**src/common/cache_types_pkg.sv**
```systemverilog
// cache geometry and address split for both caches.
// word, address and line field types, field extract helpers.
// icache and dcache state encodings.

package cache_types_pkg;

  // 16 sets of 2-word lines.
  localparam int WORD_W      = 32;
  localparam int BLOCK_WORDS = 2;
  localparam int NUM_SETS    = 16;

  // byte bits, word select bit, index, then tag.
  localparam int BYTE_BITS   = 2;
  localparam int WORD_BITS   = $clog2(BLOCK_WORDS);
  localparam int OFFSET_BITS = BYTE_BITS + WORD_BITS;
  localparam int INDEX_BITS  = $clog2(NUM_SETS);
  localparam int TAG_BITS    = WORD_W - OFFSET_BITS - INDEX_BITS;

  typedef logic [WORD_W-1:0]     word_t;
  typedef logic [WORD_W-1:0]     addr_t;
  typedef logic [TAG_BITS-1:0]   tag_t;
  typedef logic [INDEX_BITS-1:0] index_t;
  typedef logic [WORD_BITS-1:0]  wsel_t;

  typedef enum logic [1:0] {IC_IDLE, IC_REFILL, IC_FLUSH} icache_state_e;
  typedef enum logic [2:0] {
    DC_IDLE, DC_WRITEBACK, DC_REFILL, DC_FLUSH_SCAN, DC_FLUSH_WB
  } dcache_state_e;

  function automatic tag_t get_tag(addr_t a);
    return a[WORD_W-1 -: TAG_BITS];
  endfunction

  function automatic index_t get_index(addr_t a);
    return a[OFFSET_BITS +: INDEX_BITS];
  endfunction

  function automatic wsel_t get_wsel(addr_t a);
    return a[BYTE_BITS +: WORD_BITS];
  endfunction

endpackage

```
**src/common/bus_types_pkg.sv**
```systemverilog
// byte lane type for the generic word bus.
// arbiter grant states of the memory controller.

package bus_types_pkg;

  // one enable per byte lane.
  localparam int BYTES_PER_WORD = 4;
  localparam int BYTE_W         = 8;

  typedef logic [BYTES_PER_WORD-1:0] byte_en_t;

  // full-word transfer, used by refills and write-backs.
  localparam byte_en_t BYTE_EN_ALL = '1;

  // idle, or which cache holds the external bus.
  typedef enum logic [1:0] {
    ARB_IDLE,
    ARB_DCACHE,
    ARB_ICACHE
  } arb_state_e;

endpackage

```
**src/common/generic_bus_if.sv**
```systemverilog
`timescale 1ns/100ps
// generic word bus with master and slave modports.
// busy idles high and drops for one cycle per transfer.

interface generic_bus_if;
  import cache_types_pkg::*;
  import bus_types_pkg::*;

  // request side, held stable until busy goes low.
  logic     ren;
  logic     wen;
  addr_t    addr;
  word_t    wdata;
  byte_en_t byte_en;

  // response side.
  word_t    rdata;
  logic     busy;

  modport master (
    output ren, wen, addr, wdata, byte_en,
    input  rdata, busy
  );

  modport slave (
    input  ren, wen, addr, wdata, byte_en,
    output rdata, busy
  );

endinterface

```
**src/caches/icache.sv**
```systemverilog
`timescale 1ns/100ps
// read-only instruction cache, direct mapped, two-word lines.
// in-order line refill and single-cycle invalidate on fence.

module icache (
  input  logic          CLK,
  input  logic          rst_n,
  generic_bus_if.slave  proc,
  generic_bus_if.master mem,
  input  logic          fence_start,
  output logic          flush_done,
  output logic          miss
);
  import cache_types_pkg::*;
  import bus_types_pkg::*;

  // line storage, valid bits only are cleared.
  word_t               data_arr [NUM_SETS][BLOCK_WORDS];
  tag_t                tag_arr  [NUM_SETS];
  logic [NUM_SETS-1:0] valid;

  icache_state_e state;
  wsel_t         refill_word;

  index_t idx;
  tag_t   tag;
  wsel_t  wsel;
  logic   hit;
  logic   last_word;
  logic   fill_we;

  // request address is held by the fetch side for the whole miss.
  assign idx  = get_index(proc.addr);
  assign tag  = get_tag(proc.addr);
  assign wsel = get_wsel(proc.addr);
  assign hit  = valid[idx] && (tag_arr[idx] == tag);

  // hits answer in the request cycle.
  assign proc.busy  = !((state == IC_IDLE) && proc.ren && hit);
  assign proc.rdata = data_arr[idx][wsel];

  // refill reads the line word by word, lowest first.
  assign mem.ren     = (state == IC_REFILL);
  assign mem.wen     = 1'b0;
  assign mem.addr    = {tag, idx, refill_word, {BYTE_BITS{1'b0}}};
  assign mem.wdata   = '0;
  assign mem.byte_en = BYTE_EN_ALL;

  assign last_word  = (refill_word == wsel_t'(BLOCK_WORDS - 1));
  assign fill_we    = (state == IC_REFILL) && !mem.busy;
  assign miss       = (state == IC_REFILL);
  assign flush_done = (state == IC_FLUSH);

  always_ff @(posedge CLK) begin
    if (!rst_n) begin
      state       <= IC_IDLE;
      valid       <= '0;
      refill_word <= '0;
    end else begin
      case (state)
        IC_IDLE: begin
          refill_word <= '0;
          if (fence_start) begin
            state <= IC_FLUSH;
          end else if (proc.ren && !hit) begin
            state <= IC_REFILL;
          end
        end
        IC_REFILL: begin
          if (fill_we) begin
            refill_word <= refill_word + 1'b1;
            // line becomes visible once both words are in.
            if (last_word) begin
              valid[idx] <= 1'b1;
              state      <= IC_IDLE;
            end
          end
        end
        IC_FLUSH: begin
          valid <= '0;
          state <= IC_IDLE;
        end
        default: state <= IC_IDLE;
      endcase
    end
  end

  // data and tags, written during refill.
  always_ff @(posedge CLK) begin
    if (fill_we) begin
      data_arr[idx][refill_word] <= mem.rdata;
      if (last_word) begin
        tag_arr[idx] <= tag;
      end
    end
  end

  // fetch side never stores.
  a_no_proc_write: assert property (@(posedge CLK) disable iff (!rst_n) !proc.wen)
    else $error("icache: write request on fetch bus");

endmodule

```
**src/caches/dcache.sv**
```systemverilog
`timescale 1ns/100ps
// write-back, write-allocate data cache, direct mapped.
// byte-enabled stores, dirty victim eviction, fence flush of all sets.

module dcache (
  input  logic          CLK,
  input  logic          rst_n,
  generic_bus_if.slave  proc,
  generic_bus_if.master mem,
  input  logic          fence_start,
  output logic          flush_done,
  output logic          miss
);
  import cache_types_pkg::*;
  import bus_types_pkg::*;

  // line storage and per-line status.
  word_t               data_arr [NUM_SETS][BLOCK_WORDS];
  tag_t                tag_arr  [NUM_SETS];
  logic [NUM_SETS-1:0] valid;
  logic [NUM_SETS-1:0] dirty;

  dcache_state_e state;
  wsel_t         word_cnt;
  index_t        scan_idx;

  index_t idx;
  index_t line_idx;
  tag_t   tag;
  wsel_t  wsel;
  logic   req;
  logic   hit;
  logic   flushing;
  logic   victim_dirty;
  logic   last_word;
  logic   mem_done;
  logic   store_we;
  logic   fill_we;

  assign idx  = get_index(proc.addr);
  assign tag  = get_tag(proc.addr);
  assign wsel = get_wsel(proc.addr);
  assign req  = proc.ren || proc.wen;
  assign hit  = valid[idx] && (tag_arr[idx] == tag);

  // flush walks scan_idx, otherwise the set of the request.
  assign flushing     = (state == DC_FLUSH_SCAN) || (state == DC_FLUSH_WB);
  assign line_idx     = flushing ? scan_idx : idx;
  assign victim_dirty = valid[line_idx] && dirty[line_idx];
  assign last_word    = (word_cnt == wsel_t'(BLOCK_WORDS - 1));
  assign mem_done     = !mem.busy;

  // hits finish in the request cycle, stores merge at the edge.
  assign proc.busy  = !((state == DC_IDLE) && req && hit);
  assign proc.rdata = data_arr[idx][wsel];
  assign store_we   = (state == DC_IDLE) && proc.wen && hit;
  assign fill_we    = (state == DC_REFILL) && mem_done;

  // refill uses the new tag, write-back the stored victim tag.
  assign mem.ren     = (state == DC_REFILL);
  assign mem.wen     = (state == DC_WRITEBACK) || (state == DC_FLUSH_WB);
  assign mem.addr    = {(state == DC_REFILL) ? tag : tag_arr[line_idx], line_idx, word_cnt,
                        {BYTE_BITS{1'b0}}};
  assign mem.wdata   = data_arr[line_idx][word_cnt];
  assign mem.byte_en = BYTE_EN_ALL;

  assign miss       = (state == DC_WRITEBACK) || (state == DC_REFILL);
  // pulses when the last set scans clean.
  assign flush_done = (state == DC_FLUSH_SCAN) && !victim_dirty &&
                      (scan_idx == index_t'(NUM_SETS - 1));

  always_ff @(posedge CLK) begin
    if (!rst_n) begin
      state    <= DC_IDLE;
      valid    <= '0;
      dirty    <= '0;
      word_cnt <= '0;
      scan_idx <= '0;
    end else begin
      case (state)
        DC_IDLE: begin
          word_cnt <= '0;
          scan_idx <= '0;
          if (fence_start) begin
            state <= DC_FLUSH_SCAN;
          end else if (req && !hit) begin
            state <= victim_dirty ? DC_WRITEBACK : DC_REFILL;
          end else if (store_we) begin
            dirty[idx] <= 1'b1;
          end
        end
        DC_WRITEBACK: begin
          // counter wraps to word 0 for the refill.
          if (mem_done) begin
            word_cnt <= word_cnt + 1'b1;
            if (last_word) state <= DC_REFILL;
          end
        end
        DC_REFILL: begin
          if (mem_done) begin
            word_cnt <= word_cnt + 1'b1;
            if (last_word) begin
              valid[idx] <= 1'b1;
              dirty[idx] <= 1'b0;
              state      <= DC_IDLE;
            end
          end
        end
        DC_FLUSH_SCAN: begin
          word_cnt <= '0;
          if (victim_dirty) begin
            state <= DC_FLUSH_WB;
          end else begin
            valid[scan_idx] <= 1'b0;
            if (scan_idx == index_t'(NUM_SETS - 1)) state <= DC_IDLE;
            else scan_idx <= scan_idx + 1'b1;
          end
        end
        DC_FLUSH_WB: begin
          // set is rescanned clean, then invalidated.
          if (mem_done) begin
            word_cnt <= word_cnt + 1'b1;
            if (last_word) begin
              dirty[scan_idx] <= 1'b0;
              state           <= DC_FLUSH_SCAN;
            end
          end
        end
        default: state <= DC_IDLE;
      endcase
    end
  end

  // refill words, or store bytes merged under byte_en.
  always_ff @(posedge CLK) begin
    if (fill_we) begin
      data_arr[idx][word_cnt] <= mem.rdata;
      if (last_word) tag_arr[idx] <= tag;
    end else if (store_we) begin
      for (int b = 0; b < BYTES_PER_WORD; b++) begin
        if (proc.byte_en[b]) begin
          data_arr[idx][wsel][BYTE_W*b +: BYTE_W] <= proc.wdata[BYTE_W*b +: BYTE_W];
        end
      end
    end
  end

  a_proc_one_dir: assert property (@(posedge CLK) disable iff (!rst_n) !(proc.ren && proc.wen))
    else $error("dcache: load and store requested together");

endmodule

```
**src/caches/separate_caches.sv**
```systemverilog
`timescale 1ns/100ps
// instruction and data cache pair with fence sequencing.
// fence_done waits for both flush reports.

module separate_caches (
  input  logic          CLK,
  input  logic          rst_n,
  generic_bus_if.slave  icache_proc,
  generic_bus_if.slave  dcache_proc,
  generic_bus_if.master icache_mem,
  generic_bus_if.master dcache_mem,
  input  logic          fence,
  output logic          fence_done,
  output logic          icache_miss,
  output logic          dcache_miss
);

  logic fence_start;
  logic fence_active;
  logic ic_flush_done;
  logic dc_flush_done;
  logic ic_seen;
  logic dc_seen;
  logic ic_done_now;
  logic dc_done_now;
  logic all_done;

  // a second pulse during a flush is dropped.
  assign fence_start = fence && !fence_active;

  // icache usually reports first and is held here.
  assign ic_done_now = ic_seen || ic_flush_done;
  assign dc_done_now = dc_seen || dc_flush_done;
  assign all_done    = fence_active && ic_done_now && dc_done_now;

  always_ff @(posedge CLK) begin
    if (!rst_n) begin
      fence_active <= 1'b0;
      ic_seen      <= 1'b0;
      dc_seen      <= 1'b0;
      fence_done   <= 1'b0;
    end else begin
      fence_done <= all_done;
      if (fence_start) begin
        fence_active <= 1'b1;
      end else if (all_done) begin
        fence_active <= 1'b0;
      end
      ic_seen <= ic_done_now && !all_done;
      dc_seen <= dc_done_now && !all_done;
    end
  end

  icache icache_inst (
    .CLK         (CLK),
    .rst_n       (rst_n),
    .proc        (icache_proc),
    .mem         (icache_mem),
    .fence_start (fence_start),
    .flush_done  (ic_flush_done),
    .miss        (icache_miss)
  );

  dcache dcache_inst (
    .CLK         (CLK),
    .rst_n       (rst_n),
    .proc        (dcache_proc),
    .mem         (dcache_mem),
    .fence_start (fence_start),
    .flush_done  (dc_flush_done),
    .miss        (dcache_miss)
  );

endmodule

```
**src/rtl/memory_controller.sv**
```systemverilog
`timescale 1ns/100ps
// two-master arbiter from the cache memory buses onto the external bus.
// grant per word transfer, data cache first.

module memory_controller (
  input  logic                     CLK,
  input  logic                     rst_n,
  generic_bus_if.slave             icache_mem,
  generic_bus_if.slave             dcache_mem,
  output logic                     mem_ren,
  output logic                     mem_wen,
  output cache_types_pkg::addr_t   mem_addr,
  output cache_types_pkg::word_t   mem_wdata,
  output bus_types_pkg::byte_en_t  mem_byte_en,
  input  cache_types_pkg::word_t   mem_rdata,
  input  logic                     mem_busy
);
  import bus_types_pkg::*;

  arb_state_e state;
  arb_state_e gnt;
  logic       d_req;
  logic       i_req;

  assign d_req = dcache_mem.ren || dcache_mem.wen;
  assign i_req = icache_mem.ren || icache_mem.wen;

  // idle grants at once, so no cycle is added.
  always_comb begin
    gnt = state;
    if (state == ARB_IDLE) begin
      if (d_req) begin
        gnt = ARB_DCACHE;
      end else if (i_req) begin
        gnt = ARB_ICACHE;
      end
    end
  end

  // granted master goes straight out.
  always_comb begin
    mem_ren     = 1'b0;
    mem_wen     = 1'b0;
    mem_addr    = '0;
    mem_wdata   = '0;
    mem_byte_en = '0;
    case (gnt)
      ARB_DCACHE: begin
        mem_ren     = dcache_mem.ren;
        mem_wen     = dcache_mem.wen;
        mem_addr    = dcache_mem.addr;
        mem_wdata   = dcache_mem.wdata;
        mem_byte_en = dcache_mem.byte_en;
      end
      ARB_ICACHE: begin
        mem_ren     = icache_mem.ren;
        mem_wen     = icache_mem.wen;
        mem_addr    = icache_mem.addr;
        mem_wdata   = icache_mem.wdata;
        mem_byte_en = icache_mem.byte_en;
      end
      default: ;
    endcase
  end

  // only the granted master sees busy drop.
  assign dcache_mem.rdata = mem_rdata;
  assign icache_mem.rdata = mem_rdata;
  assign dcache_mem.busy  = !((gnt == ARB_DCACHE) && !mem_busy);
  assign icache_mem.busy  = !((gnt == ARB_ICACHE) && !mem_busy);

  // hold until the word completes, release the cycle after.
  always_ff @(posedge CLK) begin
    if (!rst_n) begin
      state <= ARB_IDLE;
    end else begin
      state <= ((gnt != ARB_IDLE) && mem_busy) ? gnt : ARB_IDLE;
    end
  end

  // each cache bus carries one direction at a time.
  a_one_dir: assert property (@(posedge CLK) disable iff (!rst_n)
    !(dcache_mem.ren && dcache_mem.wen) && !(icache_mem.ren && icache_mem.wen))
    else $error("memory_controller: read and write requested together on a cache bus");

endmodule

```
**src/rtl/supervisor_cache_top.sv**
```systemverilog
`timescale 1ns/100ps
// top level of the cache subsystem.
// plain processor and memory ports onto the internal word buses.

module supervisor_cache_top (
  input  logic                     CLK,
  input  logic                     rst_n,
  // fetch port.
  input  logic                     i_ren,
  input  cache_types_pkg::addr_t   i_addr,
  output cache_types_pkg::word_t   i_rdata,
  output logic                     i_busy,
  // load/store port.
  input  logic                     d_ren,
  input  logic                     d_wen,
  input  cache_types_pkg::addr_t   d_addr,
  input  cache_types_pkg::word_t   d_wdata,
  input  bus_types_pkg::byte_en_t  d_byte_en,
  output cache_types_pkg::word_t   d_rdata,
  output logic                     d_busy,
  // fence and status.
  input  logic                     fence,
  output logic                     fence_done,
  output logic                     icache_miss,
  output logic                     dcache_miss,
  // external word bus.
  output logic                     mem_ren,
  output logic                     mem_wen,
  output cache_types_pkg::addr_t   mem_addr,
  output cache_types_pkg::word_t   mem_wdata,
  output bus_types_pkg::byte_en_t  mem_byte_en,
  input  cache_types_pkg::word_t   mem_rdata,
  input  logic                     mem_busy
);
  import bus_types_pkg::*;

  generic_bus_if icache_proc_bus ();
  generic_bus_if dcache_proc_bus ();
  generic_bus_if icache_mem_bus ();
  generic_bus_if dcache_mem_bus ();

  // fetch is read only, full word.
  assign icache_proc_bus.ren     = i_ren;
  assign icache_proc_bus.wen     = 1'b0;
  assign icache_proc_bus.addr    = i_addr;
  assign icache_proc_bus.wdata   = '0;
  assign icache_proc_bus.byte_en = BYTE_EN_ALL;
  assign i_rdata                 = icache_proc_bus.rdata;
  assign i_busy                  = icache_proc_bus.busy;

  assign dcache_proc_bus.ren     = d_ren;
  assign dcache_proc_bus.wen     = d_wen;
  assign dcache_proc_bus.addr    = d_addr;
  assign dcache_proc_bus.wdata   = d_wdata;
  assign dcache_proc_bus.byte_en = d_byte_en;
  assign d_rdata                 = dcache_proc_bus.rdata;
  assign d_busy                  = dcache_proc_bus.busy;

  separate_caches caches (
    .CLK         (CLK),
    .rst_n       (rst_n),
    .icache_proc (icache_proc_bus),
    .dcache_proc (dcache_proc_bus),
    .icache_mem  (icache_mem_bus),
    .dcache_mem  (dcache_mem_bus),
    .fence       (fence),
    .fence_done  (fence_done),
    .icache_miss (icache_miss),
    .dcache_miss (dcache_miss)
  );

  memory_controller mem_ctrl (
    .CLK         (CLK),
    .rst_n       (rst_n),
    .icache_mem  (icache_mem_bus),
    .dcache_mem  (dcache_mem_bus),
    .mem_ren     (mem_ren),
    .mem_wen     (mem_wen),
    .mem_addr    (mem_addr),
    .mem_wdata   (mem_wdata),
    .mem_byte_en (mem_byte_en),
    .mem_rdata   (mem_rdata),
    .mem_busy    (mem_busy)
  );

endmodule

```
**config.mk**
```make
export PLATFORM = sky130hd
export DESIGN_NAME = supervisor_cache_top
export DESIGN_NICKNAME = d
export VERILOG_FILES = /design/src/common/cache_types_pkg.sv /design/src/common/bus_types_pkg.sv /design/src/common/generic_bus_if.sv /design/src/caches/icache.sv /design/src/caches/dcache.sv /design/src/caches/separate_caches.sv /design/src/rtl/memory_controller.sv /design/src/rtl/supervisor_cache_top.sv
export SDC_FILE = /design/constraint.sdc
export NUM_CORES = 2
export LEC_CHECK = 0
export BUFFER_PORTS_ARGS = -buffer_cell sky130_fd_sc_hd__buf_2
export CAP_MARGIN = 20
export CELL_PAD_IN_SITES_DETAIL_PLACEMENT = 0
export CELL_PAD_IN_SITES_GLOBAL_PLACEMENT = 1
export CORE_MARGIN = 2
export CORE_UTILIZATION = 60
export CTS_CLUSTER_DIAMETER = 80
export DETAILED_ROUTE_END_ITERATION = 10
export PLACE_DENSITY = 0.89
export SLEW_MARGIN = 20
export SYNTH_ARGS = -nofsm -noshare
export SYNTH_HDL_FRONTEND = slang
export SYNTH_HIERARCHICAL = 1
export SYNTH_SLANG_ARGS = --single-unit
```
**constraint.sdc**
```tcl
create_clock -name CLK -period 14.95 [get_ports CLK]
set_input_delay 2.2425 -clock CLK [delete_from_list [all_inputs] [get_ports CLK]]
set_output_delay 2.2425 -clock CLK [all_outputs]
set_load 0.03 [all_outputs]
```
==> key figures <==
Outcome
  – Status: complete, no violations

Pwr
  – P_int: 14.4 mW
  – Clock power frac: 37.7%
  – Net Switching: around 5.3 mW
  – Max VDD drop: 0.000261 V
  – Flop pwr share: between 40 and 50%
  – Leak: 45.5 nW
  – Comb power frac: ~16%
  – Switch share: between 20% and 30%
  – Power Density: about 140 mW/mm^2

Critical path
  – CP Launch Type: input pin
  – Setup CP Type: in -> out
  – Worst path required time: between 10,000 and 15,000 ps
  – Crit path DAT: 7830 ps
  – Max FO, Critical Path: between 60 and 70
  – Critical Path End Type: output pin

Floorplanning
  – Starting Density: approximately three fifths
  – Die ar.: 0.219 sq mm
  – Core Box Area: between 0.2 and 0.25 sq mm
  – Std cell rows: 170
  – IO Pins: between 200 and 300
  – Die Span Y: approximately 470 um
  – Die width: 468 um

Drt
  – # DRC: 0
  – Routed wire length: between 300,000 and 400,000 um
  – Avg WL per Cell: between 30 and 40 um
  – DR iter-0 viols: 10,900
  – First drt pass iteration count: 6
  – Final ANT Viol Nets: 0
  – Mean number of vias per cell: between 7 and 8
  – Vias: approximately 71,000

CTS
  – Hold_buf cts: 0
  – Clk root buf: clkbuf_16
  – Clock latency on the worst-skew pair: roughly 1000 ps
  – CTS Sinks: 2,913
  – CTS Buffer Depth: 4
  – Total CTS buffers: between 300 and 400
  – CTS tree: done
  – Depth of the CTS H-tree: 5
  – CTS resizes: 0
  – Clock-pin slew on the worst setup and hold paths: 70 ps
  – Number of setup buffers added after CTS: 0

STA
  – Pins Over Slew Limit: 0
  – Final setup fails: 0
  – Least-Margin Pin Slew: between 1000 and 1500 ps
  – Tcrit/Tclk final: around two thirds
  – Max-slew headroom: 15.9%
  – Setup TNS: 0 ps
  – Unrepaired setup endpoints after global routing: false
  – Final Hold Vio Count: 0
  – Final min period: between 10,000 and 15,000 ps
  – Fmax: between 0.09 and 0.1 GHz
  – Clock skew: between 70 and 80 ps

Place
  – IO buf count: around 270
  – Placed cells: around 9,300
  – DP HPWL: 200,000 um
  – Post-DP Area: ~0.13 sq mm
  – Final GP Congestion: a little under 0.9

Global route
  – First-pass GRT wire length: 510,000 um
  – Gr ovfl total: 0
  – GRT Total Usage: ~33%
  – Initial antenna violation count: 48
  – Largest net degree at the start of global routing: about 160
  – Vias in the first global route: a little over 70,000

Flow run
  – Max Cap Viol: 0

Logic synthesis
  – Mapped cell area: 0.129 sq mm
  – Cells after Synth: ~6,600
  – Post-Syn Area per Cell: 19.6 sq um
  – Yosys warns: 6

Layout
  – Share of layout cells above drive strength 1: about a third
  – Fin util: 66.4%
  – Filler cells: between 10,000 and 15,000
  – Final Instance Count excl. Fillers: just under 10,000
  – P&R area growth vs syn: 10.3%
  – Final instance area: ~0.14 sq mm
  – Fin nets: about 6,900

Hold path
  – Hold Crit Class: reg -> reg
final timing paths:
| check | start | to | slack (ps) | depth (start not counted) |
|---|---|---|---|---|
| setup / recovery | d_addr[3] | d_busy | 4880 | 12 |
| hold / removal | caches/icache_inst/valid[14]$_SDFFE_PN0P_ | caches/icache_inst/valid[14]$_SDFFE_PN0P_ | 490 | 2 |
| setup reg to reg | caches/icache_inst/state[1]$_SDFFE_PN0P_ | caches/dcache_inst/data_arr[8][18]$_DFFE_PP_ | 8760 | 14 |
| hold reg to reg | caches/icache_inst/valid[14]$_SDFFE_PN0P_ | caches/icache_inst/valid[14]$_SDFFE_PN0P_ | 490 | 2 |
through the flow:
step	hold slack, ps	total power, mW	worst slack [ps]
3_5_place_dp	449	12.4	4820
5_1_grt	495	20.1	4430
2_1_floorplan	432	11.4	5060
3_3_place_gp	441	12.3	4840
4_1_cts	473	19.7	4830
6_report	489	19.7	4880
layout make-up:
class	instances	area (sq um)	area share [%]
flip-flops and latches	2913	86800	61.0
multi-input cells	3028	39400	27.7
clock buffers	371	8090	5.69
well taps	2838	3550	2.50
repair buffers	409	2690	1.89
clock inverters	145	1350	0.946
inverters	83	333	0.234
diodes	28	70.1	0.0492
critical path: stages:
cell and delay, ps:
buf_8 500, buf_4 870, buf_4 940, mux4_2 630
xnor2_1 160, or4_1 470, o311ai_0 170, nand4_1 140
or3_1 400, nor4_1 560, nand2_1 280, buf_2 260
cells in the final DEF (no fill, tap or decap), drive strengths merged, types with 7 or more instances in the layout:
cell,instances
o211ai,9
o21a,11
bufinv,26
o21ai,64
a22oi,129
inv,84
nand4,17
a221oi,12
ha,9
or4,7
mux2i,317
mux4,1156
a31oi,31
clkbuf,371
and3,17
nor2b,22
a21oi,73
nor3,58
nand2b,11
xor2,13
diode,28
and2,9
clkinv,115
nor2,309
nand2,244
buf,409
edfxtp,2848
mux2,162
o22ai,16
o2111ai,13
conb,45
xnor2,37
nand3,89
nor4,17
dfxtp,65
a211oi,35
power by group through the flow:
stage,registers (mW),logic (mW),clock network (mW)
after detailed placement,9.23,3.16,0
after global placement,9.22,3.12,0
after floorplan,9.21,2.18,0
after global routing,9.05,3.35,7.71
after CTS,9.05,3.18,7.43
final,9.05,3.23,7.43
layer usage:
layer	share of wire, %	GRT usage (%)
met1	34	44.2
met5	0.037	0
met3	12	7.67
met2	48	52.3
met4	5.0	15.4
sequential cells by signal, summed over array words and instances (netlist names), 3 cells and up:
signal,flops
caches/dcache_inst/data_arr,1024
caches/dcache_inst/valid,16
caches/icache_inst/valid,16
caches/icache_inst/data_arr,1024
caches/dcache_inst/tag_arr,400
caches/dcache_inst/state,3
caches/icache_inst/tag_arr,400
caches/dcache_inst/scan_idx,4
caches/dcache_inst/dirty,16
(Power assumes the default switching activity.)
